`src/common/noc_mesh_pkg.sv`:
```
//////////////////////////////////////////////////////////////////////
// Mesh coordinates, port indices and XY routing for the 5-port router
// Coordinates are 3 bits per axis, so a mesh holds at most 8x8 nodes
//////////////////////////////////////////////////////////////////////

package noc_mesh_pkg;

  localparam int NumPorts = 5;

  typedef struct packed {
    logic [2:0] x;
    logic [2:0] y;
  } xy_t;

  typedef enum logic [2:0] {
    PortNorth = 3'd0,
    PortSouth = 3'd1,
    PortWest  = 3'd2,
    PortEast  = 3'd3,
    PortLocal = 3'd4
  } port_e;

  // One-hot direction, bit i selects port i of port_e
  typedef logic [NumPorts-1:0] dir_oh_t;

  localparam dir_oh_t DirNorth = 5'b00001;
  localparam dir_oh_t DirSouth = 5'b00010;
  localparam dir_oh_t DirWest  = 5'b00100;
  localparam dir_oh_t DirEast  = 5'b01000;
  localparam dir_oh_t DirLocal = 5'b10000;

  // Direction the next router takes once the flit leaves through current.
  // North is toward smaller y, West toward smaller x
  function automatic dir_oh_t xy_route(xy_t position, xy_t destination, dir_oh_t current);
    xy_t next_pos;
    dir_oh_t route;
    next_pos = position;
    case (current)
      DirNorth: next_pos.y = position.y - 3'd1;
      DirSouth: next_pos.y = position.y + 3'd1;
      DirWest:  next_pos.x = position.x - 3'd1;
      DirEast:  next_pos.x = position.x + 3'd1;
      default:  next_pos = position;
    endcase
    // X first, then Y
    if (destination.x != next_pos.x) begin
      route = (destination.x > next_pos.x) ? DirEast : DirWest;
    end else if (destination.y != next_pos.y) begin
      route = (destination.y > next_pos.y) ? DirSouth : DirNorth;
    end else begin
      route = DirLocal;
    end
    return route;
  endfunction

endpackage

```
`src/common/noc_flit_pkg.sv`:
```
//////////////////////////////////////////////////////////////////////
// Flit format, a 2-bit preamble on top of a 32-bit data word
// The header layout must fill exactly one flit
//////////////////////////////////////////////////////////////////////

package noc_flit_pkg;

  localparam int DataWidth = 32;
  localparam int FlitWidth = DataWidth + 2;
  localparam int MsgWidth  = 4;

  // Reserved bits fill what remains of the data word
  localparam int ReservedWidth = DataWidth - 2 * $bits(noc_mesh_pkg::xy_t) - MsgWidth
                                 - $bits(noc_mesh_pkg::dir_oh_t);

  // Head and tail both set marks a single-flit packet
  typedef struct packed {
    logic head;
    logic tail;
  } preamble_t;

  typedef struct packed {
    preamble_t                preamble;
    noc_mesh_pkg::xy_t        source;
    noc_mesh_pkg::xy_t        destination;
    logic [MsgWidth-1:0]      message;
    logic [ReservedWidth-1:0] reserved;
    noc_mesh_pkg::dir_oh_t    routing;
  } header_t;

  // Same word seen as a routed header or as raw data
  typedef union packed {
    header_t              header;
    logic [FlitWidth-1:0] raw;
  } flit_t;

endpackage

```
`src/rtl/input_port/flit_fifo.sv`:
```
//////////////////////////////////////////////////////////////////////
// Circular flit buffer, Depth of 2 or more
// Empty FIFO passes the incoming flit to the head in the same cycle
//////////////////////////////////////////////////////////////////////

`timescale 1ns/1ps

module flit_fifo #(
  parameter int Depth = 4
) (
  input  logic                clk,
  input  logic                rst,
  input  logic                wr_i,
  input  noc_flit_pkg::flit_t data_i,
  input  logic                rd_i,
  output noc_flit_pkg::flit_t data_o,
  output logic                empty_o,
  output logic                full_o
);
  import noc_flit_pkg::*;

  localparam int PtrWidth = $clog2(Depth);
  localparam int CntWidth = $clog2(Depth + 1);

  flit_t               mem_q [Depth];
  logic [PtrWidth-1:0] wr_ptr_q;
  logic [PtrWidth-1:0] rd_ptr_q;
  logic [CntWidth-1:0] count_q;
  logic                stored_empty;
  logic                wr_ok;
  logic                rd_ok;
  logic                push;
  logic                pop;

  function automatic logic [PtrWidth-1:0] ptr_next(logic [PtrWidth-1:0] ptr);
    if (ptr == PtrWidth'(Depth - 1)) begin
      return '0;
    end
    return ptr + 1'b1;
  endfunction

  assign stored_empty = (count_q == '0);
  assign full_o       = (count_q == CntWidth'(Depth));
  assign empty_o      = stored_empty & ~wr_i;
  assign data_o       = stored_empty ? data_i : mem_q[rd_ptr_q];

  assign wr_ok = wr_i & ~full_o;
  assign rd_ok = rd_i & ~empty_o;
  // A bypassed flit read in its arrival cycle is never stored
  assign push  = wr_ok & ~(rd_ok & stored_empty);
  assign pop   = rd_ok & ~stored_empty;

  always_ff @(posedge clk) begin
    if (push) begin
      mem_q[wr_ptr_q] <= data_i;
    end
  end

  always_ff @(posedge clk) begin
    if (rst) begin
      wr_ptr_q <= '0;
      rd_ptr_q <= '0;
      count_q  <= '0;
    end else begin
      if (push) begin
        wr_ptr_q <= ptr_next(wr_ptr_q);
      end
      if (pop) begin
        rd_ptr_q <= ptr_next(rd_ptr_q);
      end
      case ({push, pop})
        2'b10:   count_q <= count_q + 1'b1;
        2'b01:   count_q <= count_q - 1'b1;
        default: count_q <= count_q;
      endcase
    end
  end

endmodule

```
`src/rtl/input_port/input_port.sv`:
```
//////////////////////////////////////////////////////////////////////
// One router input with its FIFO and look-ahead route computation
// stop_o follows FIFO full, a flit sent while stop_o is high is lost
//////////////////////////////////////////////////////////////////////

`timescale 1ns/1ps

module input_port #(
  parameter int QueueDepth = 4
) (
  input  logic                  clk,
  input  logic                  rst,
  input  noc_mesh_pkg::xy_t     position_i,
  input  noc_flit_pkg::flit_t   data_i,
  input  logic                  void_i,
  input  logic                  rd_en_i,
  output logic                  stop_o,
  output noc_flit_pkg::flit_t   fifo_head_o,
  output logic                  head_void_o,
  output noc_mesh_pkg::dir_oh_t request_o,
  output noc_mesh_pkg::dir_oh_t next_route_o
);
  import noc_mesh_pkg::*;

  dir_oh_t held_request_q;
  logic    valid_head;
  logic    tail_read;

  flit_fifo #(
    .Depth(QueueDepth)
  ) u_fifo (
    .clk     (clk),
    .rst     (rst),
    .wr_i    (~void_i),
    .data_i  (data_i),
    .rd_i    (rd_en_i),
    .data_o  (fifo_head_o),
    .empty_o (head_void_o),
    .full_o  (stop_o)
  );

  assign valid_head = fifo_head_o.header.preamble.head & ~head_void_o;
  assign tail_read  = fifo_head_o.header.preamble.tail & ~head_void_o & rd_en_i;

  //////////////////////////////////////////////////////////////////////
  // Routing request of the current worm
  //////////////////////////////////////////////////////////////////////

  // Kept from the head until the tail has been read out
  always_ff @(posedge clk) begin
    if (rst) begin
      held_request_q <= '0;
    end else if (tail_read) begin
      held_request_q <= '0;
    end else if (valid_head) begin
      held_request_q <= fifo_head_o.header.routing;
    end
  end

  // A head at the FIFO output requests with its own routing field
  assign request_o = valid_head ? fifo_head_o.header.routing : held_request_q;

  // Look-ahead route, only meaningful while a head sits at the FIFO output
  assign next_route_o = xy_route(position_i, fifo_head_o.header.destination,
                                 fifo_head_o.header.routing);

endmodule

```
`src/rtl/switch/rr_arbiter.sv`:
```
//////////////////////////////////////////////////////////////////////
// Round-robin arbiter over the four inputs that may use one output
//////////////////////////////////////////////////////////////////////

`timescale 1ns/1ps

module rr_arbiter (
  input  logic       clk,
  input  logic       rst,
  input  logic [3:0] request_i,
  input  logic       advance_i,
  input  logic       hold_i,
  output logic [3:0] grant_o,
  output logic       grant_valid_o
);

  logic [1:0] ptr_q;
  logic [1:0] win_c;
  logic [1:0] win_q;
  logic [1:0] win;
  logic       found;
  logic [3:0] grant_c;
  logic [3:0] grant_q;

  // First request at or after the pointer
  always_comb begin
    logic [1:0] idx;
    found = 1'b0;
    win_c = ptr_q;
    for (int k = 0; k < 4; k++) begin
      idx = ptr_q + 2'(k);
      if (!found && request_i[idx]) begin
        found = 1'b1;
        win_c = idx;
      end
    end
  end

  assign grant_c       = found ? (4'b0001 << win_c) : 4'b0000;
  assign grant_o       = hold_i ? grant_q : grant_c;
  assign win           = hold_i ? win_q : win_c;
  assign grant_valid_o = |grant_o;

  always_ff @(posedge clk) begin
    if (rst) begin
      ptr_q   <= '0;
      win_q   <= '0;
      grant_q <= '0;
    end else begin
      win_q   <= win;
      grant_q <= grant_o;
      // Winner drops to lowest priority once its tail is out
      if (advance_i) begin
        ptr_q <= win + 2'd1;
      end
    end
  end

endmodule

```
`src/rtl/switch/output_port.sv`:
```
//////////////////////////////////////////////////////////////////////
// One router output, grant and selection held from head to tail
// Output flit and void flag are registered and frozen while stop_i
//////////////////////////////////////////////////////////////////////

`timescale 1ns/1ps

module output_port (
  input  logic                clk,
  input  logic                rst,
  input  logic [3:0]          request_i,
  input  noc_flit_pkg::flit_t flit_i,
  input  logic                flit_void_i,
  input  logic                stop_i,
  output logic [3:0]          sel_o,
  output logic                insert_head_o,
  output logic                rd_o,
  output noc_flit_pkg::flit_t data_o,
  output logic                void_o
);

  typedef enum logic {
    StHead    = 1'b0,
    StPayload = 1'b1
  } state_e;

  state_e state_q;
  state_e state_d;
  logic   hold;
  logic   grant_valid;
  logic   flit_ok;
  logic   fwd_head;
  logic   fwd_tail;

  // New grants only between worms and never while stalled
  assign hold = (state_q == StPayload) | stop_i;

  rr_arbiter u_arbiter (
    .clk           (clk),
    .rst           (rst),
    .request_i     (request_i),
    .advance_i     (fwd_tail),
    .hold_i        (hold),
    .grant_o       (sel_o),
    .grant_valid_o (grant_valid)
  );

  assign rd_o          = grant_valid & ~stop_i;
  assign flit_ok       = rd_o & ~flit_void_i;
  assign fwd_head      = flit_ok & flit_i.header.preamble.head;
  assign fwd_tail      = flit_ok & flit_i.header.preamble.tail;
  // Only the first flit of a worm gets the look-ahead route
  assign insert_head_o = (state_q == StHead);

  always_comb begin
    state_d = state_q;
    case (state_q)
      StHead: begin
        // Single-flit packet stays in head state
        if (fwd_head && !fwd_tail) begin
          state_d = StPayload;
        end
      end
      StPayload: begin
        if (fwd_tail) begin
          state_d = StHead;
        end
      end
      default: state_d = StHead;
    endcase
  end

  //////////////////////////////////////////////////////////////////////
  // Output register
  //////////////////////////////////////////////////////////////////////

  always_ff @(posedge clk) begin
    if (rst) begin
      state_q <= StHead;
      void_o  <= 1'b1;
    end else begin
      state_q <= state_d;
      if (!stop_i) begin
        void_o <= ~flit_ok;
      end
    end
  end

  always_ff @(posedge clk) begin
    if (flit_ok) begin
      data_o <= flit_i;
    end
  end

endmodule

```
`src/rtl/switch/crossbar_switch.sv`:
```
//////////////////////////////////////////////////////////////////////
// Crossbar with one arbitrated output port per direction
// U-turns are never granted, each output sees the other four inputs
//////////////////////////////////////////////////////////////////////

`timescale 1ns/1ps

module crossbar_switch (
  input  logic                  clk,
  input  logic                  rst,
  input  noc_flit_pkg::flit_t   fifo_head_i [noc_mesh_pkg::NumPorts],
  input  logic [4:0]            head_void_i,
  input  noc_mesh_pkg::dir_oh_t request_i [noc_mesh_pkg::NumPorts],
  input  noc_mesh_pkg::dir_oh_t next_route_i [noc_mesh_pkg::NumPorts],
  input  logic [4:0]            stop_i,
  output noc_flit_pkg::flit_t   data_o [noc_mesh_pkg::NumPorts],
  output logic [4:0]            void_o,
  output logic [4:0]            rd_en_o
);
  import noc_mesh_pkg::*;
  import noc_flit_pkg::*;

  logic [NumPorts-1:0] rd_fan [NumPorts];

  // Input port behind arbiter slot, skipping the output's own port
  function automatic int other_input(int slot, int out_port);
    return (slot < out_port) ? slot : slot + 1;
  endfunction

  for (genvar o = 0; o < NumPorts; o++) begin : gen_out
    logic [NumPorts-2:0] req_sel;
    logic [NumPorts-2:0] sel;
    logic                insert_head;
    logic                rd;
    logic                flit_void;
    flit_t               flit_sel;
    flit_t               flit_fwd;
    dir_oh_t             route_sel;
    logic [NumPorts-1:0] rd_vec;

    // Transpose requests of the other inputs for this output
    always_comb begin
      req_sel = '0;
      for (int j = 0; j < NumPorts - 1; j++) begin
        req_sel[j] = request_i[other_input(j, o)][o];
      end
    end

    // Data multiplexer and read enable back to the granted input
    always_comb begin
      flit_sel  = '0;
      flit_void = 1'b1;
      route_sel = '0;
      rd_vec    = '0;
      for (int j = 0; j < NumPorts - 1; j++) begin
        if (sel[j]) begin
          flit_sel.raw                = fifo_head_i[other_input(j, o)].raw;
          flit_void                   = head_void_i[other_input(j, o)];
          route_sel                   = next_route_i[other_input(j, o)];
          rd_vec[other_input(j, o)]   = rd;
        end
      end
    end

    // Head flit leaves with the next router's direction
    always_comb begin
      flit_fwd = flit_sel;
      if (insert_head) begin
        flit_fwd.header.routing = route_sel;
      end
    end

    output_port u_output_port (
      .clk           (clk),
      .rst           (rst),
      .request_i     (req_sel),
      .flit_i        (flit_fwd),
      .flit_void_i   (flit_void),
      .stop_i        (stop_i[o]),
      .sel_o         (sel),
      .insert_head_o (insert_head),
      .rd_o          (rd),
      .data_o        (data_o[o]),
      .void_o        (void_o[o])
    );

    assign rd_fan[o] = rd_vec;
  end

  // An input is read by whichever output currently holds it
  always_comb begin
    rd_en_o = '0;
    for (int o = 0; o < NumPorts; o++) begin
      rd_en_o = rd_en_o | rd_fan[o];
    end
  end

endmodule

```
`src/rtl/router_top.sv`:
```
//////////////////////////////////////////////////////////////////////
// Five-port look-ahead XY mesh router with stop/void link control
// position_i must stay stable while traffic is in flight
//////////////////////////////////////////////////////////////////////

`timescale 1ns/1ps

module router_top #(
  parameter int QueueDepth = 4
) (
  input  logic                clk,
  input  logic                rst,
  input  noc_mesh_pkg::xy_t   position_i,
  input  noc_flit_pkg::flit_t data_n_i,
  input  noc_flit_pkg::flit_t data_s_i,
  input  noc_flit_pkg::flit_t data_w_i,
  input  noc_flit_pkg::flit_t data_e_i,
  input  noc_flit_pkg::flit_t data_p_i,
  input  logic [4:0]          data_void_i,
  output logic [4:0]          stop_o,
  output noc_flit_pkg::flit_t data_n_o,
  output noc_flit_pkg::flit_t data_s_o,
  output noc_flit_pkg::flit_t data_w_o,
  output noc_flit_pkg::flit_t data_e_o,
  output noc_flit_pkg::flit_t data_p_o,
  output logic [4:0]          data_void_o,
  input  logic [4:0]          stop_i
);
  import noc_mesh_pkg::*;
  import noc_flit_pkg::*;

  flit_t               data_in    [NumPorts];
  flit_t               fifo_head  [NumPorts];
  flit_t               data_out   [NumPorts];
  dir_oh_t             request    [NumPorts];
  dir_oh_t             next_route [NumPorts];
  logic [NumPorts-1:0] head_void;
  logic [NumPorts-1:0] rd_en;

  assign data_in[PortNorth] = data_n_i;
  assign data_in[PortSouth] = data_s_i;
  assign data_in[PortWest]  = data_w_i;
  assign data_in[PortEast]  = data_e_i;
  assign data_in[PortLocal] = data_p_i;

  assign data_n_o = data_out[PortNorth];
  assign data_s_o = data_out[PortSouth];
  assign data_w_o = data_out[PortWest];
  assign data_e_o = data_out[PortEast];
  assign data_p_o = data_out[PortLocal];

  for (genvar i = 0; i < NumPorts; i++) begin : gen_in
    input_port #(
      .QueueDepth(QueueDepth)
    ) u_input_port (
      .clk          (clk),
      .rst          (rst),
      .position_i   (position_i),
      .data_i       (data_in[i]),
      .void_i       (data_void_i[i]),
      .rd_en_i      (rd_en[i]),
      .stop_o       (stop_o[i]),
      .fifo_head_o  (fifo_head[i]),
      .head_void_o  (head_void[i]),
      .request_o    (request[i]),
      .next_route_o (next_route[i])
    );
  end

  crossbar_switch u_switch (
    .clk          (clk),
    .rst          (rst),
    .fifo_head_i  (fifo_head),
    .head_void_i  (head_void),
    .request_i    (request),
    .next_route_i (next_route),
    .stop_i       (stop_i),
    .data_o       (data_out),
    .void_o       (data_void_o),
    .rd_en_o      (rd_en)
  );

endmodule

```
`config.mk`:
```
export PLATFORM = sky130hd
export DESIGN_NAME = router_top
export DESIGN_NICKNAME = d
export VERILOG_FILES = /design/src/common/noc_mesh_pkg.sv /design/src/common/noc_flit_pkg.sv /design/src/rtl/input_port/flit_fifo.sv /design/src/rtl/input_port/input_port.sv /design/src/rtl/switch/rr_arbiter.sv /design/src/rtl/switch/output_port.sv /design/src/rtl/switch/crossbar_switch.sv /design/src/rtl/router_top.sv
export SDC_FILE = /design/constraint.sdc
export NUM_CORES = 2
export LEC_CHECK = 0
export BUFFER_PORTS_ARGS = -buffer_cell sky130_fd_sc_hd__buf_2
export CAP_MARGIN = 30
export CELL_PAD_IN_SITES_DETAIL_PLACEMENT = 1
export CELL_PAD_IN_SITES_GLOBAL_PLACEMENT = 1
export CORE_AREA = 8 8 236 464
export CTS_CLUSTER_DIAMETER = 100
export DETAILED_ROUTE_END_ITERATION = 10
export DIE_AREA = 0 0 244 472
export PLACE_DENSITY_LB_ADDON = 0.1
export SLEW_MARGIN = 20
export SYNTH_ARGS = -nofsm -noshare
export SYNTH_HDL_FRONTEND = slang
export SYNTH_SLANG_ARGS = --single-unit
```
`constraint.sdc`:
```
create_clock -name clk -period 6.3 [get_ports clk]
set_input_delay 1.26 -clock clk [delete_from_list [all_inputs] [get_ports clk]]
set_output_delay 1.26 -clock clk [all_outputs]
set_load 0.02 [all_outputs]
```
# Word level (Yosys, flattened, before mapping)
# Memories as Yosys holds them, arrays and structs flattened. A register that Yosys moved wholly into a read port is not among the register bits.
# Cells that the tools add are included.
# word_totals
register_bits,279
latchBits,0
ramBits,680
romBits,0
input_bits,188
output_inout_bits,180
wordCells,677
memories,5
# mem_list
name,depth,width,read_ports,rd_ports_with_merged_regs,write_ports,line,rtl
gen_in[0].u_input_port.u_fifo.mem_q,4,34,1,1,1,flit_fifo.sv:25,flit_t mem_q [Depth];
gen_in[1].u_input_port.u_fifo.mem_q,4,34,1,1,1,flit_fifo.sv:25,
gen_in[2].u_input_port.u_fifo.mem_q,4,34,1,1,1,flit_fifo.sv:25,
gen_in[3].u_input_port.u_fifo.mem_q,4,34,1,1,1,flit_fifo.sv:25,
gen_in[4].u_input_port.u_fifo.mem_q,4,34,1,1,1,flit_fifo.sv:25,
# classes
addsub,44
mul,0
div_mod_pow,0
n_lt_le_gt_ge,30
eq_ne,55
n_shift,5
n_mux,305
n_bitwise,119
n_reduce_logical,60
# ops
op,n
2-to-1 mux 34 bit,25
2-to-1 mux 5 bit,39
2-to-1 mux 1 bit,130
2-to-1 mux 2 bit,55
case mux 3 bit (2 select lines),15
bitwise AND 1 bit,65
2-to-1 mux 4 bit,16
"< comparator 2 x 3 -> 1 bit, second input constant",20
NOT 1 bit,45
"adder 2 x 1 -> 2 bit, second input constant",20
binary-select mux 1 bit (select 2 bit),20
"== test 2 bit, second input constant",15
> comparator 3 bit,10
inequality test 3 bit,10
"== test 5 x 1 -> 1 bit, second input constant",5
"== test 5 x 2 -> 1 bit, second input constant",5
"== test 5 x 3 -> 1 bit, second input constant",5
"== test 5 x 4 -> 1 bit, second input constant",5
"adder 3 x 1 -> 3 bit, second input constant",7
"subtractor 3 x 1 -> 3 bit, second input constant",7
"adder 2 bit, second input constant",10
logical AND 1 bit,20
logical NOT 1 bit,20
OR reduction 4 bit,5
other kinds (10),44

# Depth between registers and ports, before layout
# logic_depth
word_depth,34
mapped_depth,20
ltp_nobuf,18

# Hierarchy
# A second synthesis with hierarchy kept.
# hier_totals
cells_unflattened,3059
area_unflattened_um2,46071.7
# modules_own_cells
module,instances,cells_per_inst,area_each_um2,seq_area_each_um2
flit_fifo at gen_in[0].u_input_port.u_fifo ...,4,268,5805.6,4264.1
crossbar_switch,1,893,5898.2,0.0
flit_fifo at gen_in[2].u_input_port.u_fifo,1,268,5808.1,4264.1
output_port,5,45,1143.6,1061.0
input_port,5,64,603.1,100.1
rr_arbiter at u_switch.gen_out[0].u_output_port.u_arbiter ...,4,57,485.5,160.2
rr_arbiter at u_switch.gen_out[4].u_output_port.u_arbiter,1,53,467.9,160.2

# Least setup slack after synthesis
# OpenSTA, ideal clock, no wires.
# synth_timing
path_kind,input to register
startpoint,in data_n_i[33] (netlist bit)
endpoint,reg gen_in[2].u_input_port.u_fifo.count_q[2]
setup_time_ns,0.070
t_arrival_ns,4.589
required_time_ns,6.230
path_slack_ns,1.641
path_stages,17
path_buffers,1
cell_sequence,nor2b_1 > mux2_2 > o221ai_1 > buf_4 > o21ai_2 > a2111oi_4 > nor2_2 > o221a_2 > o21a_1 > o2bb2ai_1 > inv_1 > ha_1 > inv_1 > fa_1 > xor2_1 > or3_1 > a21oi_1
# synth_between
elab_chain_cells,31
elab_cells_between_ends,97
cone_classes,eq/ne (2); shift (3); mux (57); bitwise (13); reduce/logical (22)
# synth_lines
element,line,rtl
start: declaration,router_top.sv:14,"input noc_flit_pkg::flit_t data_n_i,"
2-to-1 mux 34 bit (*),flit_fifo.sv:45,assign data_o = stored_empty ? data_i : mem_q[rd_ptr_q];
bitwise AND 1 bit (*),input_port.sv:42,assign valid_head = fifo_head_o.header.preamble.head & ~head_void_o;
2-to-1 mux 5 bit (*),input_port.sv:61,assign request_o = valid_head ? fifo_head_o.header.routing : held_request_q;
binary-select mux 1 bit (select 2 bit),rr_arbiter.sv:32,if (!found && request_i[idx]) begin
2-to-1 mux 1 bit (implied by the code),rr_arbiter.sv:32,
2-to-1 mux 1 bit,rr_arbiter.sv:32,
logical NOT 1 bit,rr_arbiter.sv:32,
logical AND 1 bit,rr_arbiter.sv:32,
[13 not listed],-,
OR 5 bit (3 in a row),crossbar_switch.sv:94,rd_en_o = rd_en_o | rd_fan[o];
OR 5 x 4 -> 5 bit (*),crossbar_switch.sv:94,
bitwise AND 1 bit (*),flit_fifo.sv:48,assign rd_ok = rd_i & ~empty_o;
bitwise AND 1 bit,flit_fifo.sv:50,assign push = wr_ok & ~(rd_ok & stored_empty);
NOT 1 bit,flit_fifo.sv:50,
bitwise AND 1 bit,flit_fifo.sv:50,
== test 2 x 1 -> 1 bit / == test 2 bit (equally long branches),flit_fifo.sv:71,"case ({push, pop})"
case mux 3 bit (2 select lines) / nonzero test 2 bit (equally long branches),-,
end signal: assignment,flit_fifo.sv:72,2'b10: count_q <= count_q + 1'b1;
end signal: assignment,flit_fifo.sv:73,2'b01: count_q <= count_q - 1'b1;
end signal: assignment,flit_fifo.sv:74,default: count_q <= count_q;
end: declaration,flit_fifo.sv:28,logic [CntWidth-1:0] count_q;
# Mark *: on every way between the ends. The rest lies on a longest branch, timed or not. The select of a mux whose other input is x is not followed.
# A chain may end at the register's enable or synchronous reset.

# Worst setup path in the final report
# layout_timing
startpoint,reg gen_in[3].u_input_port.u_fifo.count_q[2]
endpoint,reg gen_in[2].u_input_port.u_fifo.count_q[2]
# layout_between
elab_chain_cells,33
elab_cells_between_ends,100
cone_classes,eq/ne (2); shift (3); mux (57); bitwise (15); reduce/logical (23)
# layout_lines
element,line,rtl
start: declaration,flit_fifo.sv:28,
start signal: assignment,flit_fifo.sv:72,
start signal: assignment,flit_fifo.sv:73,
start signal: assignment,flit_fifo.sv:74,
logical NOT 3 bit (*),flit_fifo.sv:42,assign stored_empty = (count_q == '0);
bitwise AND 1 bit,flit_fifo.sv:44,assign empty_o = stored_empty & ~wr_i;
NOT 1 bit,input_port.sv:42,
bitwise AND 1 bit,input_port.sv:42,
2-to-1 mux 5 bit (*),input_port.sv:61,
binary-select mux 1 bit (select 2 bit),rr_arbiter.sv:32,
2-to-1 mux 1 bit (implied by the code),rr_arbiter.sv:32,
2-to-1 mux 1 bit,rr_arbiter.sv:32,
[15 not listed],-,
OR 5 bit (3 in a row),crossbar_switch.sv:94,
OR 5 x 4 -> 5 bit (*),crossbar_switch.sv:94,
bitwise AND 1 bit (*),flit_fifo.sv:48,
bitwise AND 1 bit,flit_fifo.sv:50,
NOT 1 bit,flit_fifo.sv:50,
bitwise AND 1 bit,flit_fifo.sv:50,
== test 2 x 1 -> 1 bit / == test 2 bit (equally long branches),flit_fifo.sv:71,
case mux 3 bit (2 select lines) / nonzero test 2 bit (equally long branches),-,
# Marked as above.

==> flow_summary_export.csv <==
group,metric,value,unit
synth,syn_nets,3735,
sta,skew,41.51,ps
sta,slew_viol_final,0,
clock_network,clkTransAtPathRegs,70,ps
placement,place.gp.congestion,0.9977,
route,drc,0,
synth,synthSimpleGateAreaFrac,0.07790,
worst_hold_path,hold_class,"register to register",
sta,period_share,0.8546,
synth,netlist_area,0.04613,mm^2
synth,ys_seq_area_frac,0.6032,
grt,grt_pass1_wl,273.2,mm
clock_network,cts_tree,"yes",
worst_setup_path,critPathLaunch,"gen_in[3].u_input_port.u_fifo.count_q[2]$_SDFFE_PP0P_",
worst_setup_path,path_cells,"or3_1, buf_4, nor3_1, a31oi_1, nand2_1, a41o_1, a21oi_1, a21oi_2, o21a_1, o2bb2ai_1, inv_1, ha_1, inv_1, fa_1, xor2_1, or3_1, a21oi_1",
sta,final_hold_viol_count,0,
synth,ys.flop_type,"edfxtp_1",
clock_network,h-tree-depth,3,
floorplan,core,0.1034,mm^2
sta,finalSetupViolCount,0,
route,antenna_left,0,
synth,synth_edf_count,850,
worst_setup_path,cp_slowest_cell,"a21oi_1",
run_status,outcome,"finished clean",
route,num_vias,33970,
synth,synth_seq_cells,965,
synth,yosys-top-cells-area,"edfxtp_1 55%, mux4_2 8.8%, dfxtp_1 5.0%, mux2i_1 3.6%, nand2_1 2.6%",
synth,synth_fa_ha_area_frac,0.01953,
synth,yosys.area.top_type_share,0.5533,
worst_setup_path,critPathLaunchType,"register",
synth,synth_compound_area_frac,0.1359,
clock_network,cts-root-buf,"clkbuf_16",
synth,synth_area_leader_cell,"edfxtp_1",
final_layout,area.growth.synth_to_final,14.89,%
route,dr.pass1.iters,6,
worst_setup_path,worstReg2RegStart,"gen_in[3].u_input_port.u_fifo.count_q[2]$_SDFFE_PP0P_",
synth,synthCells,3478,
grt,grt_pass1_vias,36240,
floorplan,initial_core_util,0.4460,
sta,final.min_clock_period,5384,ps
floorplan,rows,167,
grt,grt_max_degree,82,
synth,yosys.cell_types.count,97,
sta,worstMarginPinSlew,1132,ps
sta,fmax,185.7,MHz
grt,antenna_found_initial,40,
clock_network,cts_resized,0,
worst_setup_path,end_kind,"register",
route,wirelength,194.4,mm
clock_network,clockBufferDepth,3,
sta,timing.setup.tns,0,ps
synth,ys_warn_count,0,
worst_setup_path,crit_fanout,34,
floorplan,io_pins,368,
synth,yosys-top-cells-count,"850 x edfxtp_1, 325 x nand2_1, 238 x o21ai_0, 220 x nor2_1, 185 x a21oi_1",
job,maxCapViolCount,0,
synth,synth_top_family_by_area,"compound AO/OA/AOI/OAI gates",
placement,dp_hpwl,143.8,mm
route,wire_per_inst,36.74,um
grt,grt_overflow,0,
clock_network,cts_buffers,87,
clock_network,insertion_delay,720,ps
route,drtIter0Drc,2607,
sta,slew_headroom,0.2240,
worst_setup_path,critPathKind,"register to register",
floorplan,die_x,244,um
floorplan,die_area,0.1152,mm^2
synth,yosysMostFrequentCell,"edfxtp_1",
route,vias_per_cell,6.421,
worst_setup_path,worst_ep_required_time,6920,ps
final_layout,final_layout_size_suffix_gt1_frac,0.2378,
worst_setup_path,cpPeakStageDelay,500,ps
clock_network,ctsHoldBuffers,0,
clock_network,post_cts_buffers,0,
worst_setup_path,worst_ep_arrival_time,6000,ps
grt,grt.total_usage,0.3322,
final_layout,fin_nets,4116,
synth,synth-async-reset-ratio,0,
clock_network,clkSinkCount,965,
floorplan,dieHeight,472,um
synth,synth_mux_area_frac,0.1270,
placement,io_buffers,367,
synth,syn_area_per_cell,13.26,um^2
synth,synth_xor_area_frac,0.006645,
sta,rsz0062_at_grt,"no",
[state kept, by name (all words and copies together), names as in the netlist, named ones only]
signal / cells
gen_in.u_input_port.held_request_q: 20
gen_in.u_input_port.u_fifo.count_q: 15
gen_in.u_input_port.u_fifo.mem_q: 680
gen_in.u_input_port.u_fifo.rd_ptr_q: 10
gen_in.u_input_port.u_fifo.wr_ptr_q: 10
u_switch.gen_out.u_output_port.data_o: 170
u_switch.gen_out.u_output_port.state_q: 5
u_switch.gen_out.u_output_port.u_arbiter.grant_q: 20
u_switch.gen_out.u_output_port.u_arbiter.ptr_q: 10
u_switch.gen_out.u_output_port.u_arbiter.win_q: 10
u_switch.gen_out.u_output_port.void_o: 5
[layout make-up]
cell class                 instances  area [um^2]
multi-input combinational       2179        17100
sequential                       965        27840
antenna                           16        40.04
inverter                         103        386.6
tap                             1352         1692
fill                           10440        50430
timing repair buffer             523         3153
clock buffer                     101         2240
clock inverter                    52        553.0
[path summary, 6_finish.rpt]
kind / end / slack [ps] / cells after the start
max: gen_in[2].u_input_port.u_fifo.count_q[2]$_SDFFE_PP0P_ / 920 / 17
min: register / 470 / 2
max reg2reg: gen_in[2].u_input_port.u_fifo.count_q[2]$_SDFFE_PP0P_ / 920 / 17
min reg2reg: register / 470 / 2
[metal layers]
| layer | global-route usage | vias to the layer above | share of wire |
|---|---|---|---|
| met1 | 0.3511 | 17340 | 0.34 |
| met2 | 0.5745 | 1646 | 0.50 |
| li1 | - | 14400 | - |
| met5 | 0 | - | 0.00062 |
| met4 | 0.2533 | 20 | 0.092 |
| met3 | 0.07070 | 574 | 0.066 |
[kinds of logic (layout without fill, tap and decap cells)]
group,after synthesis,in the layout
other,0,16
buffers and inverters,334,779
flip-flops,965,965
XOR/XNOR,35,35
AO/OA/AOI/OAI,921,921
AND/OR/NAND/NOR,796,796
adder cells (fa/ha/maj),69,69
multiplexers,358,358
[worst max-delay path, delay by kind of cell, from the launching register on]
kind                     cells  cell delay, ps
AND/OR/NAND/NOR              4            1050
AO/OA/AOI/OAI                7            2370
adder cells (fa/ha/maj)      2             630
buffers and inverters        3             660
flip-flops                   1             420
XOR/XNOR                     1             160
[metrics by stage]
step / cells / area [um^2] / hold slack (ps) / util / setup slack (ps)
final: 5291 / 53000 / 467.7 / 0.5124 / 915.7
after floorplan: 3478 / 46130 / 444.3 / - / 1641
after global placement: 5108 / 50050 / 456.8 / 0.4839 / 608.4
after detailed placement: 5120 / 50150 / 457.2 / 0.4848 / 490.2
after CTS: 5273 / 52940 / 467.5 / 0.5118 / 966.0
after global routing: 5282 / 52980 / 492.3 / 0.5122 / 655.1
[cells in the final DEF (no fill, tap or decap), types with 10 or more instances in the layout]
cell type and instances:
a211oi_1 13, a21o_1 22, a21oi_1 182, a221oi_1 20
a22oi_1 14, and2_1 42, buf_12 12, buf_2 369
buf_4 141, clkbuf_1 13, clkbuf_16 87, clkinv_1 17
clkinv_2 12, dfxtp_1 107, diode_2 16, edfxtp_1 850
ha_1 64, inv_1 95, mux2i_1 165, mux4_2 180
nand2_1 325, nand2b_1 36, nand3_1 28, nand3b_1 10
nor2_1 220, nor2b_1 28, nor3_1 28, o211ai_1 51
o21a_1 20, o21ai_0 238, o221a_2 10, o221ai_1 108
o22ai_1 88, o32ai_1 28, or2_2 16, or3_1 19
xnor2_1 18, xor2_1 17
Power is not shown: default switching activity piles up to over one toggle a cycle in this logic, so the estimate is an artifact.
